**src/hw/fetch_config.svh**
```systemverilog
`ifndef FETCH_CONFIG_SVH
`define FETCH_CONFIG_SVH

// First PC fetched after reset
`define FETCH_RESET_ADDR        32'h0000_0100

`define FETCH_BUF_DEPTH         4
`define FETCH_MAX_OUTSTANDING   2   // Also the tag queue depth
`define FETCH_TIMEOUT           16  // Cycles without ack

`endif

```
**src/hw/fetch_pkg.sv**
```systemverilog
package fetch_pkg;

    typedef logic [31:0] fetch_addr_t;

    typedef logic [31:0] fetch_instr_t;

    // PC travels with its instruction through the prefetch queue
    typedef struct packed
    {
        fetch_addr_t  pc;
        fetch_instr_t instr;
    } fetch_entry_t;

    typedef enum logic [1:0]
    {
        RUN     = 2'b00,
        DISCARD = 2'b01,    // Dropping answers that predate a redirect
        FAULT   = 2'b10     // Bus timed out, waiting for a redirect
    } fetch_state_t;

endpackage

```
**src/hw/fetch_queue_if.sv**
```systemverilog
`timescale 1ns/1ps

interface fetch_queue_if
#(
    parameter type T     = logic,
    parameter int  DEPTH = 4
);

    localparam int CW = $clog2(DEPTH + 1);

    logic          push;
    T              push_data;
    logic          pop;
    T              pop_data;
    logic          empty;
    logic          full;
    logic [CW-1:0] count;
    logic          clear;   // Wins over push

    modport writer (output push, output push_data, output clear);

    modport reader (output pop, input pop_data, input empty);

    modport store
    (
        input  push, push_data, pop, clear,
        output pop_data, empty, full, count
    );

endinterface

```
**src/hw/fetch_queue.sv**
```systemverilog
`timescale 1ns/1ps

module fetch_queue
#(
    parameter type T     = logic,
    parameter int  DEPTH = 4
)
(
    input  logic         i_clk,
    input  logic         i_rst_n,
    fetch_queue_if.store q
);

    localparam int AW = (DEPTH > 1) ? $clog2(DEPTH) : 1;
    localparam int CW = $clog2(DEPTH + 1);

    T              mem [DEPTH];
    logic [AW-1:0] wr_ptr;
    logic [AW-1:0] rd_ptr;
    logic [CW-1:0] count;
    logic          do_push;
    logic          do_pop;

    // Wrap explicitly so a depth that is not a power of two still works
    function automatic logic [AW-1:0] ptr_inc(input logic [AW-1:0] ptr);
        logic [AW-1:0] nxt;
        nxt = (ptr == AW'(DEPTH - 1)) ? '0 : ptr + 1'b1;
        return nxt;
    endfunction

    assign do_push = q.push && !q.clear;
    assign do_pop  = q.pop && !q.clear;

    always_ff @(posedge i_clk or negedge i_rst_n)
    begin
        if (!i_rst_n)
        begin
            wr_ptr <= '0;
            rd_ptr <= '0;
            count  <= '0;
        end
        else if (q.clear)
        begin
            wr_ptr <= '0;
            rd_ptr <= '0;
            count  <= '0;
        end
        else
        begin
            if (do_push)
                wr_ptr <= ptr_inc(wr_ptr);
            if (do_pop)
                rd_ptr <= ptr_inc(rd_ptr);
            if (do_push && !do_pop)
                count <= count + 1'b1;
            else if (do_pop && !do_push)
                count <= count - 1'b1;
        end
    end

    always_ff @(posedge i_clk)
    begin
        if (do_push)
            mem[wr_ptr] <= q.push_data;
    end

    assign q.pop_data = mem[rd_ptr];  // Head, no read latency
    assign q.empty    = (count == '0);
    assign q.full     = (count == CW'(DEPTH));
    assign q.count    = count;

    a_no_overflow: assert property (@(posedge i_clk) disable iff (!i_rst_n)
        !(q.push && q.full && !q.clear));

    a_no_underflow: assert property (@(posedge i_clk) disable iff (!i_rst_n)
        !(q.pop && q.empty));

endmodule

```
**src/hw/fetch_timeout_counter.sv**
```systemverilog
`timescale 1ns/1ps

module fetch_timeout_counter
#(
    parameter int LIMIT = 16
)
(
    input  logic i_clk,
    input  logic i_rst_n,
    input  logic i_active,
    input  logic i_ack,
    input  logic i_restart,
    output logic o_expired
);

    localparam int CW = $clog2(LIMIT + 1);

    logic [CW-1:0] count;
    logic          idle_cycle;

    // Request pending and nothing came back
    assign idle_cycle = i_active && !i_ack;

    // Fires on the LIMIT-th idle cycle itself
    assign o_expired = idle_cycle && (count == CW'(LIMIT - 1));

    always_ff @(posedge i_clk or negedge i_rst_n)
    begin
        if (!i_rst_n)
            count <= '0;
        else if (i_restart || !idle_cycle || o_expired)
            count <= '0;
        else
            count <= count + 1'b1;
    end

    a_count_bound: assert property (@(posedge i_clk) disable iff (!i_rst_n)
        count < CW'(LIMIT));

endmodule

```
**src/hw/fetch_ctrl_fsm.sv**
```systemverilog
`timescale 1ns/1ps

`include "fetch_config.svh"

module fetch_ctrl_fsm
    import fetch_pkg::*;
#(
    localparam int ICW = $clog2(`FETCH_BUF_DEPTH + 1),
    localparam int TCW = $clog2(`FETCH_MAX_OUTSTANDING + 1)
)
(
    input  logic                i_clk,
    input  logic                i_rst_n,
    input  logic                i_pc_select,
    input  fetch_addr_t         i_pc_target,
    input  logic                i_ack,
    input  logic                i_timeout,
    input  logic [ICW-1:0]      i_instr_count,
    fetch_queue_if.writer       tag_wr,
    input  logic [TCW-1:0]      tag_cnt,
    output logic                o_cyc,
    output fetch_addr_t         o_addr,
    output logic                o_discard,
    output logic                o_fault,
    output logic                o_instr_clear
);

    localparam int SW = ICW + TCW;

    fetch_state_t   state;
    fetch_addr_t    pc;
    logic [TCW-1:0] discard_cnt;
    logic [TCW-1:0] discard_next;
    logic [SW-1:0]  occupancy;
    logic           has_credit;
    logic           started;

    // Every request holds either a tag slot or an instruction slot
    assign occupancy  = SW'(i_instr_count) + SW'(tag_cnt);
    assign has_credit = (occupancy < SW'(`FETCH_BUF_DEPTH)) &&
                        (tag_cnt < TCW'(`FETCH_MAX_OUTSTANDING));

    // All tags still queued at a redirect belong to the old stream
    assign discard_next = tag_cnt - TCW'(i_ack);

    // No issue on the redirect cycle, so the old PC never leaks out
    assign o_cyc = started && (state != FAULT) && has_credit &&
                   !i_timeout && !i_pc_select;
    assign o_addr = pc;

    assign tag_wr.push      = o_cyc;
    assign tag_wr.push_data = pc;
    assign tag_wr.clear     = 1'b0;  // Tags must outlive a redirect

    assign o_discard     = (state != RUN);
    assign o_fault       = (state == FAULT);
    assign o_instr_clear = i_pc_select;

    always_ff @(posedge i_clk or negedge i_rst_n)
    begin
        if (!i_rst_n)
            started <= 1'b0;
        else
            started <= 1'b1;
    end

    always_ff @(posedge i_clk or negedge i_rst_n)
    begin
        if (!i_rst_n)
            pc <= `FETCH_RESET_ADDR;
        else if (i_pc_select)
            pc <= i_pc_target;
        else if (o_cyc)
            pc <= pc + 32'd4;
    end

    always_ff @(posedge i_clk or negedge i_rst_n)
    begin
        if (!i_rst_n)
        begin
            state       <= RUN;
            discard_cnt <= '0;
        end
        else if (i_pc_select)
        begin
            discard_cnt <= discard_next;
            state       <= (discard_next == '0) ? RUN : DISCARD;
        end
        else
        begin
            case (state)
                RUN:
                begin
                    if (i_timeout)
                        state <= FAULT;
                end
                DISCARD:
                begin
                    if (i_timeout)
                        state <= FAULT;
                    else if (i_ack)
                    begin
                        discard_cnt <= discard_cnt - 1'b1;
                        if (discard_cnt == TCW'(1))
                            state <= RUN;
                    end
                end
                FAULT:
                begin
                    // Held until the next redirect
                end
                default:
                    state <= FAULT;
            endcase
        end
    end

    a_target_aligned: assert property (@(posedge i_clk) disable iff (!i_rst_n)
        i_pc_select |-> (i_pc_target[1:0] == 2'b00));

    // A timeout stops issue until the next redirect
    a_no_cyc_in_fault: assert property (@(posedge i_clk) disable iff (!i_rst_n)
        (i_timeout || (state == FAULT)) && !i_pc_select |=> !o_cyc);

endmodule

```
**src/hw/fetch_top.sv**
```systemverilog
`timescale 1ns/1ps

`include "fetch_config.svh"

module fetch_top
    import fetch_pkg::*;
(
    input  logic         i_clk,
    input  logic         i_rst_n,
    input  logic         i_stall,
    input  logic         i_pc_select,
    input  fetch_addr_t  i_pc_target,
    input  fetch_instr_t i_instruction,
    input  logic         i_ack,
    output fetch_addr_t  o_addr,
    output logic         o_cyc,
    output fetch_addr_t  o_pc,
    output fetch_instr_t o_instruction,
    output logic         o_ready,
    output logic         o_fault
);

    logic discard;
    logic instr_clear;
    logic timeout;

    // PC tags of requests on the bus, oldest first
    fetch_queue_if #(
        .T     (fetch_addr_t),
        .DEPTH (`FETCH_MAX_OUTSTANDING)
    ) tag_q ();

    fetch_queue_if #(
        .T     (fetch_entry_t),
        .DEPTH (`FETCH_BUF_DEPTH)
    ) instr_q ();

    fetch_queue #(
        .T     (fetch_addr_t),
        .DEPTH (`FETCH_MAX_OUTSTANDING)
    ) u_tag_q (
        .i_clk   (i_clk),
        .i_rst_n (i_rst_n),
        .q       (tag_q)
    );

    fetch_queue #(
        .T     (fetch_entry_t),
        .DEPTH (`FETCH_BUF_DEPTH)
    ) u_instr_q (
        .i_clk   (i_clk),
        .i_rst_n (i_rst_n),
        .q       (instr_q)
    );

    fetch_ctrl_fsm u_ctrl (
        .i_clk         (i_clk),
        .i_rst_n       (i_rst_n),
        .i_pc_select   (i_pc_select),
        .i_pc_target   (i_pc_target),
        .i_ack         (i_ack),
        .i_timeout     (timeout),
        .i_instr_count (instr_q.count),
        .tag_wr        (tag_q),
        .tag_cnt       (tag_q.count),
        .o_cyc         (o_cyc),
        .o_addr        (o_addr),
        .o_discard     (discard),
        .o_fault       (o_fault),
        .o_instr_clear (instr_clear)
    );

    fetch_timeout_counter #(
        .LIMIT (`FETCH_TIMEOUT)
    ) u_timeout (
        .i_clk     (i_clk),
        .i_rst_n   (i_rst_n),
        .i_active  (!tag_q.empty),
        .i_ack     (i_ack),
        .i_restart (i_pc_select),
        .o_expired (timeout)
    );

    // Answers come in issue order, so the head tag is this ack's PC
    assign tag_q.pop = i_ack;

    assign instr_q.push      = i_ack && !discard;
    assign instr_q.push_data = '{pc: tag_q.pop_data, instr: i_instruction};
    assign instr_q.clear     = instr_clear;

    assign o_ready       = !instr_q.empty && !i_stall;
    assign instr_q.pop   = o_ready;
    assign o_pc          = instr_q.pop_data.pc;
    assign o_instruction = instr_q.pop_data.instr;

    // Credit keeps tags plus buffered entries within the buffer size
    a_credit_bound: assert property (@(posedge i_clk) disable iff (!i_rst_n)
        (int'(tag_q.count) + int'(instr_q.count)) <= `FETCH_BUF_DEPTH);

endmodule

```
**config.mk**
```make
export PLATFORM = sky130hd
export DESIGN_NAME = fetch_top
export DESIGN_NICKNAME = d
export VERILOG_FILES = /design/src/hw/fetch_pkg.sv /design/src/hw/fetch_queue_if.sv /design/src/hw/fetch_queue.sv /design/src/hw/fetch_timeout_counter.sv /design/src/hw/fetch_ctrl_fsm.sv /design/src/hw/fetch_top.sv
export VERILOG_INCLUDE_DIRS = /design/src /design/src/hw
export SDC_FILE = /design/constraint.sdc
export NUM_CORES = 1
export LEC_CHECK = 0
export ABC_AREA = 1
export BUFFER_PORTS_ARGS = -buffer_cell sky130_fd_sc_hd__buf_2
export CORE_MARGIN = 5
export CORE_UTILIZATION = 53
export CTS_CLUSTER_SIZE = 28
export DETAILED_ROUTE_END_ITERATION = 10
export HOLD_SLACK_MARGIN = 0.05
export PLACE_DENSITY_LB_ADDON = 0.15
export SYNTH_ARGS = -nofsm -noshare
export SYNTH_HDL_FRONTEND = slang
export SYNTH_SLANG_ARGS = --single-unit
```
**constraint.sdc**
```tcl
create_clock -name i_clk -period 4 [get_ports i_clk]
set_input_delay 0.4 -clock i_clk [delete_from_list [all_inputs] [get_ports i_clk]]
set_output_delay 0.4 -clock i_clk [all_outputs]
set_load 0.03 [all_outputs]
```
* Word-level counts from Yosys, hierarchy flattened
Memory sizes are Yosys's and may differ from the RTL's.
Index checks and enable logic that the tools add are counted.
** Word-level totals
- Flip-flop bits (word level) :: 53
- Bits in latches :: 0
- Memory bits (writable) :: 320
- Memory bits (read-only) :: 0
- Input port bits :: 69
- Word-level logic and storage cells :: 113
- Memories :: 2
** Operators by class
- $add $sub $neg :: 13
- $mul :: 0
- Divide/modulo/power cells :: 0
- $lt $le $gt $ge :: 2
- Equality and inequality tests :: 12
- Shift operators :: 0
- Muxes and demuxes :: 31
- Bitwise gates (word level) :: 0
- Reductions and logical operators :: 42
** Memory list
- u_instr_q.mem :: words 4, bits a word 64, rd ports 1, clocked after Yosys merged registers in 0, wr ports 1, line fetch_queue.sv:17 : T mem [DEPTH];
- u_tag_q.mem :: words 2, bits a word 32, rd ports 1, clocked after Yosys merged registers in 0, wr ports 1, line fetch_queue.sv:17
** Operator list (number)
- 32-bit two-way mux :: 2
- 2-bit two-way mux :: 17
- 32-bit by 3-bit adder with 32-bit output (second input constant) :: 1
- 1-bit logical AND :: 15
- 2-bit nonzero test :: 7
- 1-bit logical NOT :: 11
- 3-bit two-way mux :: 3
- 1-bit two-way mux :: 7
- 2-bit by 1-bit adder with 2-bit output (second input constant) :: 3
- 2-bit == test (second input constant) :: 3
- 2-bit logical NOT :: 3
- 2-bit inequality test (second input constant) :: 3
- 2-bit case mux with 3 select lines :: 1
- 5-bit by 1-bit adder with 5-bit output (second input constant) :: 1
- 5-bit by 4-bit == test with 1-bit output (second input constant) :: 1
- 5-bit by 3-bit < comparator with 1-bit output (second input constant) :: 1
- 5-bit two-way mux :: 1
- 3-bit by 2-bit adder with 4-bit output :: 1
- 2-bit by 1-bit == test with 1-bit output (second input constant) :: 2
- 4-bit by 2-bit inequality test with 1-bit output (second input constant) :: 1
- 4-bit by 3-bit inequality test with 1-bit output (second input constant) :: 1
- 4-bit AND reduction :: 1
- 2-bit by 1-bit subtractor with 2-bit output (second input constant) :: 2
- 3-bit by 1-bit adder with 3-bit output (second input constant) :: 1
- other kinds (9) :: 11

* Logic depth before layout (Yosys ltp)
- Word-level depth :: 11
- Gate-level depth with buffers :: 15

* Cells and area by module
Synthesis repeated with hierarchy kept, for this count alone.
** Unflattened totals
- Cell total of the unflattened synthesis :: 1302
- Area total of the unflattened synthesis :: 15971.6 sq um
** By module, submodules not included
- fetch_queue (u_instr_q) :: instances 1, cells each 686, area each 10040.9 sq um
- fetch_ctrl_fsm :: instances 1, cells each 446, area each 2944.1 sq um
- fetch_queue (u_tag_q) :: instances 1, cells each 136, area each 2698.8 sq um
- fetch_timeout_counter :: instances 1, cells each 30, area each 270.3 sq um
- fetch_top :: instances 1, cells each 4, area each 17.5 sq um

* Worst setup path before layout
No wires, ideal clock.
- Path kind :: input to register
- Start :: input port i_pc_select
- End :: memory u_instr_q.mem[0][0] (netlist bit), enable pin
- Library setup time :: 486 ps
- Arrival time :: 3576 ps
- Data required time :: 3514 ps
- Slack :: -63 ps
- Stages on the path :: 4
- Buffers on the path :: 1
- Cell sequence :: buf_2 -> nor2_1 -> inv_1 -> nor2_1
** Between the ends
- Word-level cells in the longest chain between the ends :: 4
** RTL lines
- from (decl) :: line fetch_top.sv:11 : input logic i_pc_select,
- 1-bit logical NOT :: line fetch_queue.sv:31 : assign do_push = q.push && !q.clear;
- 1-bit logical AND :: line fetch_queue.sv:31
- 1-bit two-way mux :: line fetch_queue.sv:63 : if (do_push)
- 1-bit two-way mux (implied by the code) :: line fetch_queue.sv:64 : mem[wr_ptr] <= q.push_data;
- to (decl) :: line fetch_queue.sv:17
Every way passes these cells.

* Worst setup path in the final report
- Start :: register u_instr_q.rd_ptr[0]
- End :: output port o_pc[26]
** Between the ends
- Word-level cells in the longest chain between the ends :: 1
** RTL lines
- from (decl) :: line fetch_queue.sv:19 : logic [AW-1:0] rd_ptr;
- from (signal assigned) :: line fetch_queue.sv:53 : rd_ptr <= ptr_inc(rd_ptr);
- memory read 4 x 64 bit
- to (decl) :: line fetch_top.sv:17 : output fetch_addr_t o_pc,
Every way passes these cells.

==> out/summary.log <==
INFO  routing        routed.top_layer=met4
INFO  power_and_ir_drop p_seq_share=43.7%
INFO  power_and_ir_drop internal_power=0.00771W
INFO  timing         timing_hold_violations_final=0
INFO  cts            cts_tree=built
INFO  synthesis      yosys.area.top_type_share=62.9%
INFO  cts            cts_made_buffers=39
INFO  floorplanning  std_cell_rows=62
INFO  routing        route.detailed.wl_per_inst=17.5µm
INFO  timing         tightestPinTransition=0.943ns
INFO  grt            grt_use_total=19.9%
INFO  flow_run       max_cap_violations=0
INFO  grt            wire_length_of_the_first_global_routing_pass=52400µm
INFO  timing         fin_hold_ws=0.0919ns
INFO  worst_setup_path worst-path-max-fanout=43
INFO  synthesis      synth.lib_cells_used.distinct=37
INFO  place          detailedPlacementHpwl=20200µm
INFO  cts            clk_latency=0.52ns
INFO  synthesis      post_synth_most_frequent_cells=320 x edfxtp_1, 230 x nand2_1, 190 x nor2_1
INFO  worst_setup_path cp-start-kind=register
INFO  floorplanning  dieArea=32300µm²
INFO  power_and_ir_drop max-vdd-ir-drop=387µV
INFO  power_and_ir_drop clockPowerShare=30.1%
INFO  timing         rsz0062_at_grt=no
INFO  routing        vias=9941
INFO  layout         insertedDiodeCount=0
INFO  synthesis      synthesis.area=15300µm²
INFO  synthesis      syn_area_per_cell=12.0µm²
INFO  worst_setup_path worstPathArrival=2.82ns
INFO  worst_setup_path required=3.60ns
INFO  floorplanning  io_pins=168
INFO  timing         finalMaxSlewViolations=0
INFO  grt            grt_start_max_net_pins=91
INFO  timing         final.min_clock_period=3.22ns
INFO  floorplanning  area_inside_the_core_boundary=28600µm²
INFO  synthesis      netlist.top_cell.by_area=edfxtp_1
INFO  grt            grt_remaining_overflow=0
INFO  routing        total_drc_errors_in_the_routed_layout=0
INFO  status         status=finished clean
INFO  cts            clk_pin_slew_worst_paths=0.06ns
INFO  synthesis      synthMostInstantiatedCell=edfxtp_1
INFO  timing         setup_violations=0
INFO  layout         area_delta_synth_final=16.7%
INFO  power_and_ir_drop p_total=0.0116W
INFO  routing        detail_route.wirelength.met1=15000µm
INFO  cts            cts_root_buffer=clkbuf_16
INFO  power_and_ir_drop power.share.switching=33.8%
INFO  routing        wl_met2=15200µm
INFO  routing        drtIter0Drc=731
INFO  timing         max_freq=0.311GHz
INFO  timing         clock-skew-final=0.0200ns
INFO  layout         nFillCells=2248
INFO  min_path       timing.hold.worst.class=in -> reg
INFO  cts            cts_buffer_depth=3
INFO  routing        ant_nets=0
INFO  cts            post_cts.repair.setup_buffers=0
INFO  worst_setup_path end_kind=output pin
INFO  routing        wl_met3=1780µm
INFO  floorplanning  chipHeight=180µm
INFO  synthesis      asyncSetResetFlopFracSynth=14.2%
INFO  power_and_ir_drop power.net_switching=0.00394W
INFO  layout         core_util_final=62.3%
INFO  floorplanning  die_w=180µm
INFO  cts            clock_tree.htree_level_count=2
INFO  synthesis      syn-instance-count=1275
INFO  synthesis      yosys-top-cells-area=edfxtp_1 63%, dfrtp_1 8.5%, nand2_1 5.6%
INFO  place          globalplace.congestion=0.830
INFO  grt            number_of_antenna_violations_at_the_first_check_in_global_routing=0
INFO  cts            cts_sinks=373
INFO  worst_setup_path critPathKind=reg -> out
INFO  synthesis      synth.net_count=1357
INFO  synthesis      synthFlopType=edfxtp_1
INFO  layout         drive_gt1_share=19.7%
INFO  place          placement.io_buffers=167
INFO  power_and_ir_drop combinationalPowerShare=26.2%
INFO  layout         nets=1526
INFO  floorplanning  floorplan.initialDensity=53.4%
INFO  synthesis      synth.ff_latch_count=373
INFO  synthesis      synth_edf_count=320
INFO  timing         timing.final.crit_share=80.5%
INFO  synthesis      synth_warnings=0
INFO  routing        via_per_inst=5.35
INFO  power_and_ir_drop power.density_cell_area=653nW/µm²
INFO  synthesis      synth_sequential_area_ratio=71.5%
INFO  routing        detailedRoute.firstPassIterationCount=5
INFO  routing        detail_route.wirelength=32600µm
INFO  timing         slew_headroom=37.1%
INFO  power_and_ir_drop cellLeakagePower=6.79nW
INFO  grt            number_of_global_route_vias_before_repair=9840
## routing by layer
layer	GRT usage [%]	up-vias
met3	3.56	46
met2	31.8	280
met5	0	-
met1	28.6	4794
met4	5.24	0
li1	-	4821
## cell usage in the layout, fill, tap and decap left out, types with 2 or more instances in the layout
cell type,netlist,final
a21oi_1,2,2
buf_12,0,3
buf_2,12,167
buf_4,1,16
bufinv_16,0,4
clkbuf_1,43,11
clkbuf_16,0,39
clkbuf_8,0,2
clkinv_1,1,8
clkinv_2,0,6
clkinv_8,0,2
dfrtp_1,52,50
edfxtp_1,320,320
ha_1,12,12
inv_1,73,71
inv_2,2,3
mux2_2,32,32
nand2_1,230,230
nand2_2,2,2
nand3_1,56,56
nand4_1,2,2
nor2_1,190,184
nor2_2,1,3
nor2_4,2,6
o211ai_1,3,3
o21ai_0,143,143
o21bai_1,2,2
o22ai_1,64,64
xnor2_1,8,8
xor2_1,8,8
## area by class of cell
class	instances	area (µm²)	area share, %
Timing Repair Buffer	187	1030	5.75
Clock buffer	52	1040	5.86
Clock inverter	19	211	1.19
Sequential cell	373	10900	61.3
Inverter	76	287	1.61
Multi-Input combinational cell	767	3850	21.6
Tap cell	384	480	2.69
## repair_timing
action	4_1_cts	5_1_grt
hold buffers	1	0
hold endpoints to repair	17	0
gates resized for setup	0	0
## stage by stage
step / setup slack, ns / cell area, µm² / instances / TNS, ns
detailed placement: 1.16 / 16600 / 1786 / 0
global placement: 1.21 / 16600 / 1786 / 0
finish: 0.781 / 17800 / 1858 / 0
global route: 0.526 / 17800 / 1858 / 0
CTS: 0.722 / 17800 / 1858 / 0
floorplan: -0.0627 / 15300 / 1275 / -16.04
## power groups by stage
stage | logic, W | clock network [W] | registers [W]
final | 0.00305 | 0.00351 | 0.00509
after global routing | 0.00335 | 0.00374 | 0.00514
after CTS | 0.00309 | 0.00359 | 0.00508
after detailed placement | 0.00307 | 0 | 0.00516
after global placement | 0.00303 | 0 | 0.00515
after floorplan | 0.00208 | 0 | 0.00515
## worst paths after layout
check | cells after the start | slack, ns | endpoint | start
max in group asynchronous | 3 | 2.94 | u_instr_q.rd_ptr[0]$_DFFE_PN0P_ | i_rst_n
worst max-delay path | 5 | 0.78 | o_pc[26] | u_instr_q.rd_ptr[0]$_DFFE_PN0P_
min in group asynchronous | 2 | 0.38 | u_ctrl.o_addr[26]$_DFFE_PN0P_ | i_rst_n
worst min register to register | 1 | 0.46 | u_timeout.count[0]$_DFF_PN0_ | u_timeout.count[0]$_DFF_PN0_
worst max register to register | 12 | 1.17 | u_tag_q.mem[0][5]$_DFFE_PP_ | u_timeout.count[0]$_DFF_PN0_
worst min-delay path | 1 | 0.09 | u_instr_q.mem[1][2]$_DFFE_PP_ | i_instruction[2]
## cells by family (layout without fill, tap and decap cells)
kind of cell | Yosys count | in the layout | share of synthesized area (%)
multiplexers | 32 | 32 | 2.36
AO/OA/AOI/OAI | 218 | 218 | 7.81
other | 1 | 1 | 0.0245
flip-flops | 373 | 373 | 71.5
AND/OR/NAND/NOR | 487 | 487 | 12.7
adder cells (fa/ha/maj) | 13 | 13 | 1.11
XOR/XNOR | 16 | 16 | 0.917
buffers and inverters | 135 | 334 | 3.54
## state kept, by name, summed over array words and instances (netlist names)
register            cells
u_tag_q.mem            64
u_instr_q.wr_ptr        2
u_instr_q.mem         256
u_tag_q.q.count         2
u_ctrl.o_addr          32
u_ctrl.started          1
u_tag_q.rd_ptr          1
u_instr_q.rd_ptr        2
u_ctrl.state            2
u_timeout.count         5
u_tag_q.wr_ptr          1
u_instr_q.q.count       3
u_ctrl.discard_cnt      2
## critical path: stages (launching register included)
cell and delay, ns:
dfrtp_4 0.71, clkinv_2 0.57, buf_4 0.43, o21ai_0 0.23, o22ai_1 0.13, buf_2 0.20
Power figures use the tool's default switching activity.
